==> config.mk <==
export PLATFORM = sky130hd
export DESIGN_NAME = read_reorder_top
export DESIGN_NICKNAME = d
export VERILOG_FILES = /design/src/hw/rob_pkg.sv /design/src/hw/rob_alloc_if.sv /design/src/hw/line_req_splitter.sv /design/src/hw/read_reorder_top.sv /design/src/hw/read_rob.sv /design/src/hw/rob_ram.sv
export VERILOG_INCLUDE_DIRS = /design/src /design/src/include
export SDC_FILE = /design/constraint.sdc
export NUM_CORES = 1
export LEC_CHECK = 0
export BUFFER_PORTS_ARGS = -buffer_cell sky130_fd_sc_hd__buf_2
export CAP_MARGIN = 20
export CORE_MARGIN = 2
export CORE_UTILIZATION = 41
export DETAILED_ROUTE_END_ITERATION = 8
export MAX_ROUTING_LAYER = met4
export SYNTH_ARGS = -nofsm -noshare
export SYNTH_HDL_FRONTEND = slang
export SYNTH_SLANG_ARGS = --single-unit
==> constraint.sdc <==
create_clock -name clk -period 5.2 [get_ports clk]
set_input_delay 0.26 -clock clk [delete_from_list [all_inputs] [get_ports clk]]
set_output_delay 0.26 -clock clk [all_outputs]
set_load 0.05 [all_outputs]
==> src/include/rob_params.svh <==
// Read reorder parameters covering buffer geometry, field widths and the allocation threshold
`ifndef ROB_PARAMS_SVH
`define ROB_PARAMS_SVH

// ========================================
// Buffer geometry
// ========================================

// Number of reorder slots, which must be a power of two
`define ROB_ENTRIES 16

// Slots that must remain free after an allocation for not_full to stay high
`define ROB_MIN_FREE 1

// ========================================
// Field widths
// ========================================

// One memory line of read data
`define ROB_DATA_BITS 64

// Line address, counted in lines and not in bytes
`define ROB_ADDR_BITS 32

// Client request id, returned with every line as meta-data
`define ROB_ID_BITS 4

// Line count of a request, encoded as count minus one (1 to 4 lines)
`define ROB_CNT_BITS 2

`endif

==> src/hw/rob_pkg.sv <==
// Read reorder package holding the shared vector types and the splitter state encoding
`include "rob_params.svh"

package rob_pkg;

    // Slot index into the reorder buffer, also used as the fabric tag
    typedef logic [$clog2(`ROB_ENTRIES)-1:0] rob_idx_t;

    // Slot index with one extra wrap bit so full and empty can be told apart
    typedef logic [$clog2(`ROB_ENTRIES):0] rob_ptr_t;

    // Payload types
    typedef logic [`ROB_DATA_BITS-1:0] rob_data_t;
    typedef logic [`ROB_ADDR_BITS-1:0] line_addr_t;
    typedef logic [`ROB_ID_BITS-1:0] req_id_t;

    // Holds the number of lines minus one
    typedef logic [`ROB_CNT_BITS-1:0] line_cnt_t;

    // Meta-data saved at allocation, with the request id above the line number
    typedef logic [`ROB_ID_BITS+`ROB_CNT_BITS-1:0] rob_meta_t;

    // Splitter FSM: waiting for a request, or issuing its lines one per cycle
    typedef enum logic
    {
        SPLIT_IDLE,
        SPLIT_ISSUE
    } split_state_t;

endpackage

==> src/hw/rob_alloc_if.sv <==
// Slot allocation channel between the request splitter and the reorder buffer
`timescale 1ns/1ps

interface rob_alloc_if
(
    input logic clk
);

    // One-cycle strobe, one slot per strobe
    logic alloc;
    // Meta-data stored in the granted slot
    rob_pkg::rob_meta_t alloc_meta;
    // Level that allows an allocation in the current cycle
    logic not_full;
    // Slot granted when alloc is high in the same cycle
    rob_pkg::rob_idx_t alloc_idx;

    // The splitter asks for slots and reads back the granted index
    modport requester
    (
        input  clk,
        output alloc,
        output alloc_meta,
        input  not_full,
        input  alloc_idx
    );

    // The reorder buffer grants slots from its newest pointer
    modport buffer
    (
        input  clk,
        input  alloc,
        input  alloc_meta,
        output not_full,
        output alloc_idx
    );

endinterface

==> src/hw/line_req_splitter.sv <==
// Request splitter that turns a multi-line read into one slot allocation and fabric read per line
`timescale 1ns/1ps

module line_req_splitter
(
    input  logic                clk,
    input  logic                reset,

    // Client request, taken when busy is low
    input  logic                req_en,
    input  rob_pkg::req_id_t    req_id,
    input  rob_pkg::line_addr_t req_addr,
    input  rob_pkg::line_cnt_t  req_lines,
    output logic                busy,

    // Slot allocation in the reorder buffer
    rob_alloc_if.requester      alloc_port,

    // Fabric read, tagged with the granted slot
    output logic                fab_req_en,
    output rob_pkg::line_addr_t fab_req_addr,
    output rob_pkg::rob_idx_t   fab_req_tag
);

    rob_pkg::split_state_t state;

    // Latched request
    rob_pkg::req_id_t    id_q;
    rob_pkg::line_addr_t base_q;
    rob_pkg::line_cnt_t  last_q;

    // Line currently being issued
    rob_pkg::line_cnt_t  line_q;
    logic                issue;

    assign busy = (state == rob_pkg::SPLIT_ISSUE);

    // One line goes out in every busy cycle with a free slot
    assign issue = busy && alloc_port.not_full;

    assign alloc_port.alloc      = issue;
    assign alloc_port.alloc_meta = {id_q, line_q};
    assign fab_req_en            = issue;
    assign fab_req_tag           = alloc_port.alloc_idx;
    assign fab_req_addr          = base_q + rob_pkg::line_addr_t'(line_q);

    // ========================================
    // FSM
    // ========================================

    always_ff @(posedge clk)
    begin
        if (reset)
        begin
            state  <= rob_pkg::SPLIT_IDLE;
            line_q <= '0;
        end
        else
        begin
            case (state)
                rob_pkg::SPLIT_IDLE:
                begin
                    if (req_en)
                    begin
                        state  <= rob_pkg::SPLIT_ISSUE;
                        line_q <= '0;
                    end
                end
                rob_pkg::SPLIT_ISSUE:
                begin
                    // Without a free slot everything simply holds
                    if (alloc_port.not_full)
                    begin
                        if (line_q == last_q)
                        begin
                            state <= rob_pkg::SPLIT_IDLE;
                        end
                        line_q <= line_q + 1'b1;
                    end
                end
                default:
                begin
                    state <= rob_pkg::SPLIT_IDLE;
                end
            endcase
        end
    end

    // Request fields are captured only when the request is accepted
    always_ff @(posedge clk)
    begin
        if (!busy && req_en)
        begin
            id_q   <= req_id;
            base_q <= req_addr;
            last_q <= req_lines;
        end
    end

endmodule

==> src/hw/read_reorder_top.sv <==
// Read reorder subsystem top joining the request splitter and the reorder buffer
`timescale 1ns/1ps

module read_reorder_top
(
    input  logic                clk,
    input  logic                reset,

    // ========================================
    // Client request
    // ========================================

    // Taken in a cycle with req_en high and busy low
    input  logic                req_en,
    input  rob_pkg::req_id_t    req_id,
    input  rob_pkg::line_addr_t req_addr,
    // Number of lines minus one
    input  rob_pkg::line_cnt_t  req_lines,
    output logic                busy,

    // ========================================
    // Fabric side
    // ========================================

    // One read per line, tag is the reorder slot
    output logic                fab_req_en,
    output rob_pkg::line_addr_t fab_req_addr,
    output rob_pkg::rob_idx_t   fab_req_tag,

    // Responses in any order, no ready
    input  logic                rsp_en,
    input  rob_pkg::rob_idx_t   rsp_tag,
    input  rob_pkg::rob_data_t  rsp_data,

    // ========================================
    // Ordered output
    // ========================================

    // first_data and first_meta are valid two cycles after a dequeue
    input  logic                deq_en,
    output logic                not_empty,
    output rob_pkg::rob_data_t  first_data,
    output rob_pkg::rob_meta_t  first_meta
);

    // Slot allocation channel between the two blocks
    rob_alloc_if u_alloc (.clk(clk));

    line_req_splitter u_splitter
    (
        .clk          (clk),
        .reset        (reset),
        .req_en       (req_en),
        .req_id       (req_id),
        .req_addr     (req_addr),
        .req_lines    (req_lines),
        .busy         (busy),
        .alloc_port   (u_alloc.requester),
        .fab_req_en   (fab_req_en),
        .fab_req_addr (fab_req_addr),
        .fab_req_tag  (fab_req_tag)
    );

    read_rob u_rob
    (
        .clk          (clk),
        .reset        (reset),
        .alloc_port   (u_alloc.buffer),
        .rsp_en       (rsp_en),
        .rsp_tag      (rsp_tag),
        .rsp_data     (rsp_data),
        .deq_en       (deq_en),
        .not_empty    (not_empty),
        .first_data   (first_data),
        .first_meta   (first_meta)
    );

endmodule

==> src/hw/read_rob.sv <==
// Read reorder buffer that grants slots in order, stores responses by tag and returns lines in order
`timescale 1ns/1ps
`include "rob_params.svh"

module read_rob
(
    input  logic               clk,
    input  logic               reset,

    // Slot allocation from the splitter
    rob_alloc_if.buffer        alloc_port,

    // Fabric responses, always accepted
    input  logic               rsp_en,
    input  rob_pkg::rob_idx_t  rsp_tag,
    input  rob_pkg::rob_data_t rsp_data,

    // Ordered output, data and meta follow a dequeue by two cycles
    input  logic               deq_en,
    output logic               not_empty,
    output rob_pkg::rob_data_t first_data,
    output rob_pkg::rob_meta_t first_meta
);

    // ========================================
    // Ring pointers
    // ========================================

    // Both pointers carry a wrap bit above the slot index
    rob_pkg::rob_ptr_t newest;
    rob_pkg::rob_ptr_t oldest;
    rob_pkg::rob_ptr_t used;
    rob_pkg::rob_idx_t oldest_idx;
    rob_pkg::rob_idx_t oldest_next_idx;

    assign oldest_idx = rob_pkg::rob_idx_t'(oldest);
    assign oldest_next_idx = oldest_idx + 1'b1;

    // Occupancy, correct across the wrap thanks to the extra bit
    assign used = newest - oldest;

    // An allocation is allowed only if ROB_MIN_FREE slots remain free afterwards
    assign alloc_port.not_full =
        (used + rob_pkg::rob_ptr_t'(`ROB_MIN_FREE)) < rob_pkg::rob_ptr_t'(`ROB_ENTRIES);

    // The granted slot is simply the newest pointer
    assign alloc_port.alloc_idx = rob_pkg::rob_idx_t'(newest);

    // The slot under the oldest pointer is freed at the dequeue edge
    always_ff @(posedge clk)
    begin
        if (reset)
        begin
            newest <= '0;
            oldest <= '0;
        end
        else
        begin
            if (alloc_port.alloc)
            begin
                newest <= newest + 1'b1;
            end
            if (deq_en)
            begin
                oldest <= oldest + 1'b1;
            end
        end
    end

    // ========================================
    // Response tracking
    // ========================================

    logic [`ROB_ENTRIES-1:0] valid_next;
    logic [`ROB_ENTRIES-1:0] valid_q;
    // Valid bits of oldest (bit 0) and oldest+1 (bit 1), sampled a cycle ago
    logic [1:0]              valid_pair_q;
    logic                    deq_en_q;
    rob_pkg::rob_idx_t       oldest_q;
    logic                    reset_q;

    // If the head moved on last cycle the slot after it is now the head
    assign not_empty = valid_pair_q[deq_en_q];

    always_comb
    begin
        valid_next = valid_q;
        // A dequeued slot is cleared one cycle late, before it can be reused
        if (deq_en_q)
        begin
            valid_next[oldest_q] = 1'b0;
        end
        // Arriving response marks its slot
        if (rsp_en)
        begin
            valid_next[rsp_tag] = 1'b1;
        end
    end

    // The wide valid array clears under a delayed copy of reset.
    // Nothing can be dequeued in the first cycle after reset anyway
    always_ff @(posedge clk)
    begin
        reset_q <= reset;
    end

    always_ff @(posedge clk)
    begin
        if (reset_q)
        begin
            valid_q      <= '0;
            valid_pair_q <= 2'b00;
            deq_en_q     <= 1'b0;
        end
        else
        begin
            valid_q      <= valid_next;
            deq_en_q     <= deq_en;
            valid_pair_q <= {valid_q[oldest_next_idx], valid_q[oldest_idx]};
        end
        oldest_q <= oldest_idx;
    end

    // ========================================
    // Data and meta storage
    // ========================================

    // Line data is written at the response tag
    rob_ram #(.WIDTH($bits(rob_pkg::rob_data_t))) u_data_ram
    (
        .clk   (clk),
        .wen   (rsp_en),
        .waddr (rsp_tag),
        .wdata (rsp_data),
        .raddr (oldest_idx),
        .rdata (first_data)
    );

    // Meta-data is written at the slot being granted
    rob_ram #(.WIDTH($bits(rob_pkg::rob_meta_t))) u_meta_ram
    (
        .clk   (clk),
        .wen   (alloc_port.alloc),
        .waddr (alloc_port.alloc_idx),
        .wdata (alloc_port.alloc_meta),
        .raddr (oldest_idx),
        .rdata (first_meta)
    );

endmodule

==> src/hw/rob_ram.sv <==
// Reorder storage array with a synchronous write and a two-stage registered read path
`timescale 1ns/1ps
`include "rob_params.svh"

module rob_ram
#(
    parameter int WIDTH = 64
)
(
    input  logic              clk,

    // Write port
    input  logic              wen,
    input  rob_pkg::rob_idx_t waddr,
    input  logic [WIDTH-1:0]  wdata,

    // Read port, data appears two cycles after raddr
    input  rob_pkg::rob_idx_t raddr,
    output logic [WIDTH-1:0]  rdata
);

    // ========================================
    // Storage
    // ========================================

    logic [WIDTH-1:0] mem [`ROB_ENTRIES];

    // First read stage, straight out of the array
    logic [WIDTH-1:0] rd_q;

    always_ff @(posedge clk)
    begin
        if (wen)
        begin
            mem[waddr] <= wdata;
        end
    end

    // ========================================
    // Read path
    // ========================================

    // The array read is registered and then passes one more output stage.
    // A read of the address being written returns the old word
    always_ff @(posedge clk)
    begin
        rd_q  <= mem[raddr];
        rdata <= rd_q;
    end

endmodule

==> impl_metrics.ini, run 1 <==
[run_status]
status = complete, no violations

[synthesis]
syn_inst = 2056
yosys.area.top_type = edfxtp_1
yosysUniqueCellTypes = 41
synth_top_area_share = 0.717
synth_area_leaders = edfxtp_1 72%, mux4_2 17%, dfxtp_1 7.3%
synth_mux_area_frac = 0.168
ys.flop_type = edfxtp_1
synth_commonest_cells = 1158 x edfxtp_1, 359 x mux4_2, 177 x dfxtp_1
synth.avg_cell_area_um2 = 23.6
ys_seq_area_frac = 0.790
async_flop_share = 0
yosys_warnings = 0
yosys.cell_count.top_type = edfxtp_1
yosys.area_share.simple = 0.0142
synthAdderAreaFrac = 0.00351
synthesis.nets = 2180
synth_seq_cells = 1335
synth_top_family_by_area = multiplexers
netlist_area_um2 = 48500
synthXorXnorAreaFrac = 0.00759
synth-compound-area-share = 0.00511
synth_edf_count = 1158

[pwr]
ir_drop_mv = 0.301
leakage_nw = 18.5
finalPower_mw = 23.7
powerDensity_nw_per_um2 = 413

[min_path]
hold_depth = 2
hold_class = input pin to flip-flop

[routing]
dr.pass1.iters = 5
drc = 0
vias = 22400
drtAntennaViolNets = 0
viasPerCell = 5.41
drt_iter0_drc = 1989
routedWlPerCell_um = 26.1
drt-total-wl_um = 108000

[clocking]
clock_path_buffers = 3
cts_root_buf = clkbuf_16
cts.htree.levels = 4
cts_buffers = 138
clkTransAtPathRegs_ns = 0.06
cts_setup_buffers = 0
cts_tree = done
cts_resized = 0
clock_sinks = 1335
clk_latency_ns = 0.73

[global_route]
grtUsageMet2 = 0.296
grt_use_met3 = 0.0364
overflow = 0
grt_antenna_before_repair = 7
grt_first_pass_wirelength_um = 160000
track_usage = 0.186
grt.busiest_layer = met2
grt_pass1_vias = 23800
use_met1 = 0.246
grt_start_max_net_pins = 119

[setup_path]
crit_required_ns = 4.94
cp.arrival_ns = 4.17
critPathKind = flip-flop to output pin
worstSetupEndpointType = output pin
start_kind = flip-flop
cp_max_fo = 21
r2r_cells = 8

[sta]
slew_violations = 0
fin_hold_ws_ns = 0.218
finalSetupViolCount = 0
final.min_clock_period_ns = 4.43
skew_ns = 0.0309
fmax_ghz = 0.226
tightest_slew_ns = 1.11
rsz0062_at_grt = false
hold_violations = 0
relSlewSlack = 0.257
tns_ns = 0
finalCritPeriodShare = 0.851

[placement]
dp_hpwl_um = 57300
port_buffers = 219
place_congestion = 0.844
postPlaceCellArea_um2 = 51500

[floorplan]
chipHeight_um = 348
die_area_um2 = 121000
die_w_um = 348
placementRows = 126
start_util = 0.412
core_um2 = 118000
io_pins = 220

[layout]
syn2layout_area_growth_pct = 18.1
nets = 2600
drive_gt1_frac = 0.331
finalInstanceArea_um2 = 57200

[flow_run]
timing.max_cap.violations = 0
-- repair_timing --
item                                    4_1_cts  5_1_grt
hold buffers                                114        0
hold endpoints to repair                   1090        0
endpoints found under the setup margin        0        0
-- sequential cells by signal, indices dropped and copies added, names as in the netlist --
signal / flops
u_splitter.line_q: 2
u_rob.u_meta_ram.mem: 96
u_rob.u_meta_ram.rdata: 6
u_splitter.last_q: 2
u_rob.reset_q: 1
u_rob.newest: 5
u_splitter.busy: 1
u_rob.deq_en_q: 1
u_rob.u_data_ram.mem: 1024
u_rob.valid_pair_q: 2
u_splitter.base_q: 32
u_rob.u_data_ram.rd_q: 64
u_rob.valid_q: 16
u_rob.oldest_q: 4
u_rob.oldest: 5
u_rob.u_meta_ram.rd_q: 6
u_rob.u_data_ram.rdata: 64
u_splitter.id_q: 4
-- layout by cell type, fill, tap and decap left out, types with 4 or more instances in the layout --
master and n:
edfxtp_1 1158, mux4_2 359, buf_2 219, dfxtp_1 174, clkbuf_16 139, dlygate4sd3_1 114, clkinv_2 38, buf_4 37
nor2_1 35, clkbuf_1 31, xnor2_1 30, nand2_1 29, nand3_1 22, clkbuf_8 21, a21oi_1 20, clkinv_1 17
o21ai_0 16, xor2_1 12, nand4_1 12, ha_1 12, inv_1 9, diode_2 8, bufinv_16 8, nor3_1 7
nor2b_1 7, nand2b_1 5, inv_6 5, clkinv_16 5, and4_1 4, buf_12 4
-- routing by layer --
layer,vias to the layer above,wire length [um]
met1,12000,45900
met2,764,53500
li1,9461,-
met4,0,2180
met5,-,0
met3,155,6630
-- logic make-up after synthesis --
| group | count (synthesis) |
|---|---|
| simple gates | 136 |
| buf+inv | 120 |
| fa+ha+maj | 13 |
| xor+xnor | 42 |
| compound gates | 44 |
| mux | 366 |
| flops | 1335 |
-- worst max-delay path: stages, from the launching register on --
cell and delay (ns):
dfxtp_1 0.79, ha_1 0.29, inv_1 0.06, fa_1 0.41, nand3b_1 0.24, nor4_2 0.61
nand3_1 0.33, nor2_1 0.23, xor2_1 0.17, buf_2 0.28
-- report_power, final --
part	internal, mW	switching [mW]
Clock	5.70	4.14
Sequential	12.0	0.157
Combinational	0.696	0.968
Total	18.4	5.27
-- stage by stage --
step	setup slack [ns]	util	instances
6_report	0.775	0.487	4136
5_1_grt	0.473	0.487	4134
4_1_cts	0.707	0.487	4128
3_5_place_dp	1.37	0.438	3758
3_3_place_gp	1.52	0.438	3758
2_1_floorplan	1.80	-	2056
-- path summary, 6_finish.rpt --
kind | slack, ns | startpoint | to
min reg2reg | 0.33 | u_rob.u_data_ram.rd_q[30] | u_rob.u_data_ram.rdata[30]
max | 0.77 | u_splitter.line_q[0] | fab_req_addr[28]
min | 0.22 | req_addr[5] | u_splitter.base_q[5]
max reg2reg | 1.34 | u_rob.oldest[1] | u_rob.u_meta_ram.mem[1][0]
-- final cells by class --
cell class	count	area [um2]
Fill cell	9398	60400
Sequential cell	1335	38300
Multi-Input combinational cell	601	9640
Clock buffer	191	3880
Timing Repair Buffer	374	2590
Tap cell	1536	1920
Clock inverter	65	724
Inverter	26	123
Antenna cell	8	20.0
(Power assumes the default switching activity.)
==> run 2: changes to the inputs <==
CELL_PAD_IN_SITES_DETAIL_PLACEMENT = 0   (was default)
CELL_PAD_IN_SITES_GLOBAL_PLACEMENT = 1   (was default)
PLACE_DENSITY_LB_ADDON = 0.1   (was default)
==> impl_metrics.ini, run 2 (synthesis gave the netlist of run 1 again) <==
[setup_path]
critPathKind = flip-flop to output pin
r2r-end = u_rob.u_meta_ram.mem[2][4]
start_kind = flip-flop
r2r-start = u_rob.oldest[3]
r2r_cells = 9
worstSetupEndpointType = output pin
r2r_slack_ns = 1.60
crit_required_ns = 4.94
cp.arrival_ns = 4.10
cp_max_fo = 21

[placement]
dp_hpwl_um = 56200
place_congestion = 0.723
port_buffers = 219

[sta]
finalCritPeriodShare = 0.838
rsz0062_at_grt = false
tns_ns = 0
hold_violations = 0
final.min_clock_period_ns = 4.36
fin_hold_ws_ns = 0.225
finalSetupViolCount = 0
skew_ns = 0.0204
tightest_slew_ns = 1.10
relSlewSlack = 0.267
fmax_ghz = 0.230
slew_violations = 0

[clocking]
cts_root_buf = clkbuf_16
cts_resized = 0
clk_latency_ns = 0.74
clkTransAtPathRegs_ns = 0.06
cts_tree = done
cts_buffers = 142
clock_sinks = 1335
cts.htree.levels = 4
clock_path_buffers = 3

[pwr]
p_sw_mw = 5.25
power.share.combinational = 0.070
clkPwrFrac = 0.423
seqPwrFrac = 0.507
finalPower_mw = 23.9
powerDensity_nw_per_um2 = 417
p_int_mw = 18.7
ir_drop_mv = 0.293
leakage_nw = 18.5
p_sw_frac = 0.219

[floorplan]
core_um2 = 118000
start_util = 0.412
io_pins = 220
placementRows = 126
chipHeight_um = 348
die_area_um2 = 121000
die_w_um = 348

[min_path]
hold_depth = 2
worstHoldEndpoint = u_splitter.base_q[25]
min_from = req_addr[25]
hold_class = input pin to flip-flop

[global_route]
grt_pass1_vias = 24200
grt_start_max_net_pins = 104
overflow = 0
track_usage = 0.190
grt_antenna_before_repair = 8
grt_first_pass_wirelength_um = 162000

[routing]
drt_iter0_drc = 1753
dr.pass1.iters = 5
drc = 0
routedWlPerCell_um = 26.5
drt-total-wl_um = 110000
vias = 22100
viasPerCell = 5.34
drtAntennaViolNets = 0

[layout]
top_register = u_rob.u_data_ram.mem
drive_gt1_frac = 0.330
largest_reg_flops = 1024
final_common_cell = edfxtp_1
n_fill_cell = 9486
syn2layout_area_growth_pct = 18.3
top_regs = u_rob.u_data_ram.mem: 1024 flops, u_rob.u_meta_ram.mem: 96 flops
nets = 2599
mostFrequentLayoutCells = 1158 x edfxtp_1, 359 x mux4_2, 219 x buf_2
post-route-util = 0.488

[flow_run]
timing.max_cap.violations = 0

[run_status]
status = complete, no violations
[run 2: what timing repair did]
action	in CTS	in global routing
hold buffers	112	0
setup buffers	0	0
endpoints found under the hold margin	1091	0
[run 2: worst max-delay path by stage]
| stage | start | endpoint | slack [ns] |
|---|---|---|---|
| floorplan | u_rob.oldest[2] | u_rob.u_meta_ram.mem[2][0] | 1.80 |
| finish | u_splitter.line_q[0] | fab_req_addr[30] | 0.84 |
| global placement | u_splitter.line_q[0] | fab_req_addr[30] | 1.57 |
| global route | u_splitter.line_q[0] | fab_req_addr[30] | 0.49 |
| CTS | u_splitter.line_q[0] | fab_req_addr[30] | 0.72 |
| detailed placement | u_splitter.line_q[0] | fab_req_addr[26] | 1.55 |
[run 2: stage by stage]
stage	instances	area, um2	setup slack (ns)
final	4140	57300	0.845
after global routing	4139	57300	0.491
after CTS	4131	57300	0.719
after detailed placement	3753	51500	1.55
after global placement	3752	51400	1.57
after floorplan	2056	48500	1.80
[run 2: cell type report]
type / count / area, um2 / area share
clock inverter: 75 / 848 / 0.0148
multi-input combinational: 601 / 9640 / 0.168
sequential: 1335 / 38300 / 0.668
timing repair buffer: 369 / 2570 / 0.0449
tap: 1536 / 1920 / 0.0335
antenna: 7 / 17.5 / 0.000305
clock buffer: 191 / 3860 / 0.0673
inverter: 26 / 153 / 0.00266
[run 2: metal layers]
layer	track usage	part of all wire	routed length, um	up-vias
met5	-	0	0	-
met4	0.0461	0.017	1910	0
met3	0.0339	0.044	4820	150
met2	0.297	0.49	53400	537
met1	0.261	0.45	49500	12000
li1	-	-	-	9481
[run 2: worst max-delay path, cell delays in order, from the launching register on]
cell and delay (ns):
dfxtp_1 0.77, ha_1 0.29, inv_1 0.06, fa_1 0.40
nand3b_1 0.26, nor4_2 0.54, nand3_1 0.36, nor2_1 0.20
xor2_1 0.18, buf_2 0.29
[run 2: power groups by stage]
| stage | clock, mW | sequential [mW] | combinational, mW |
|---|---|---|---|
| 3_5_place_dp | 0 | 12.4 | 1.64 |
| 2_1_floorplan | 0 | 12.6 | 0.909 |
| 5_1_grt | 10.8 | 12.2 | 1.80 |
| 4_1_cts | 10.4 | 12.1 | 1.72 |
| 3_3_place_gp | 0 | 12.4 | 1.63 |
| 6_report | 10.1 | 12.1 | 1.68 |
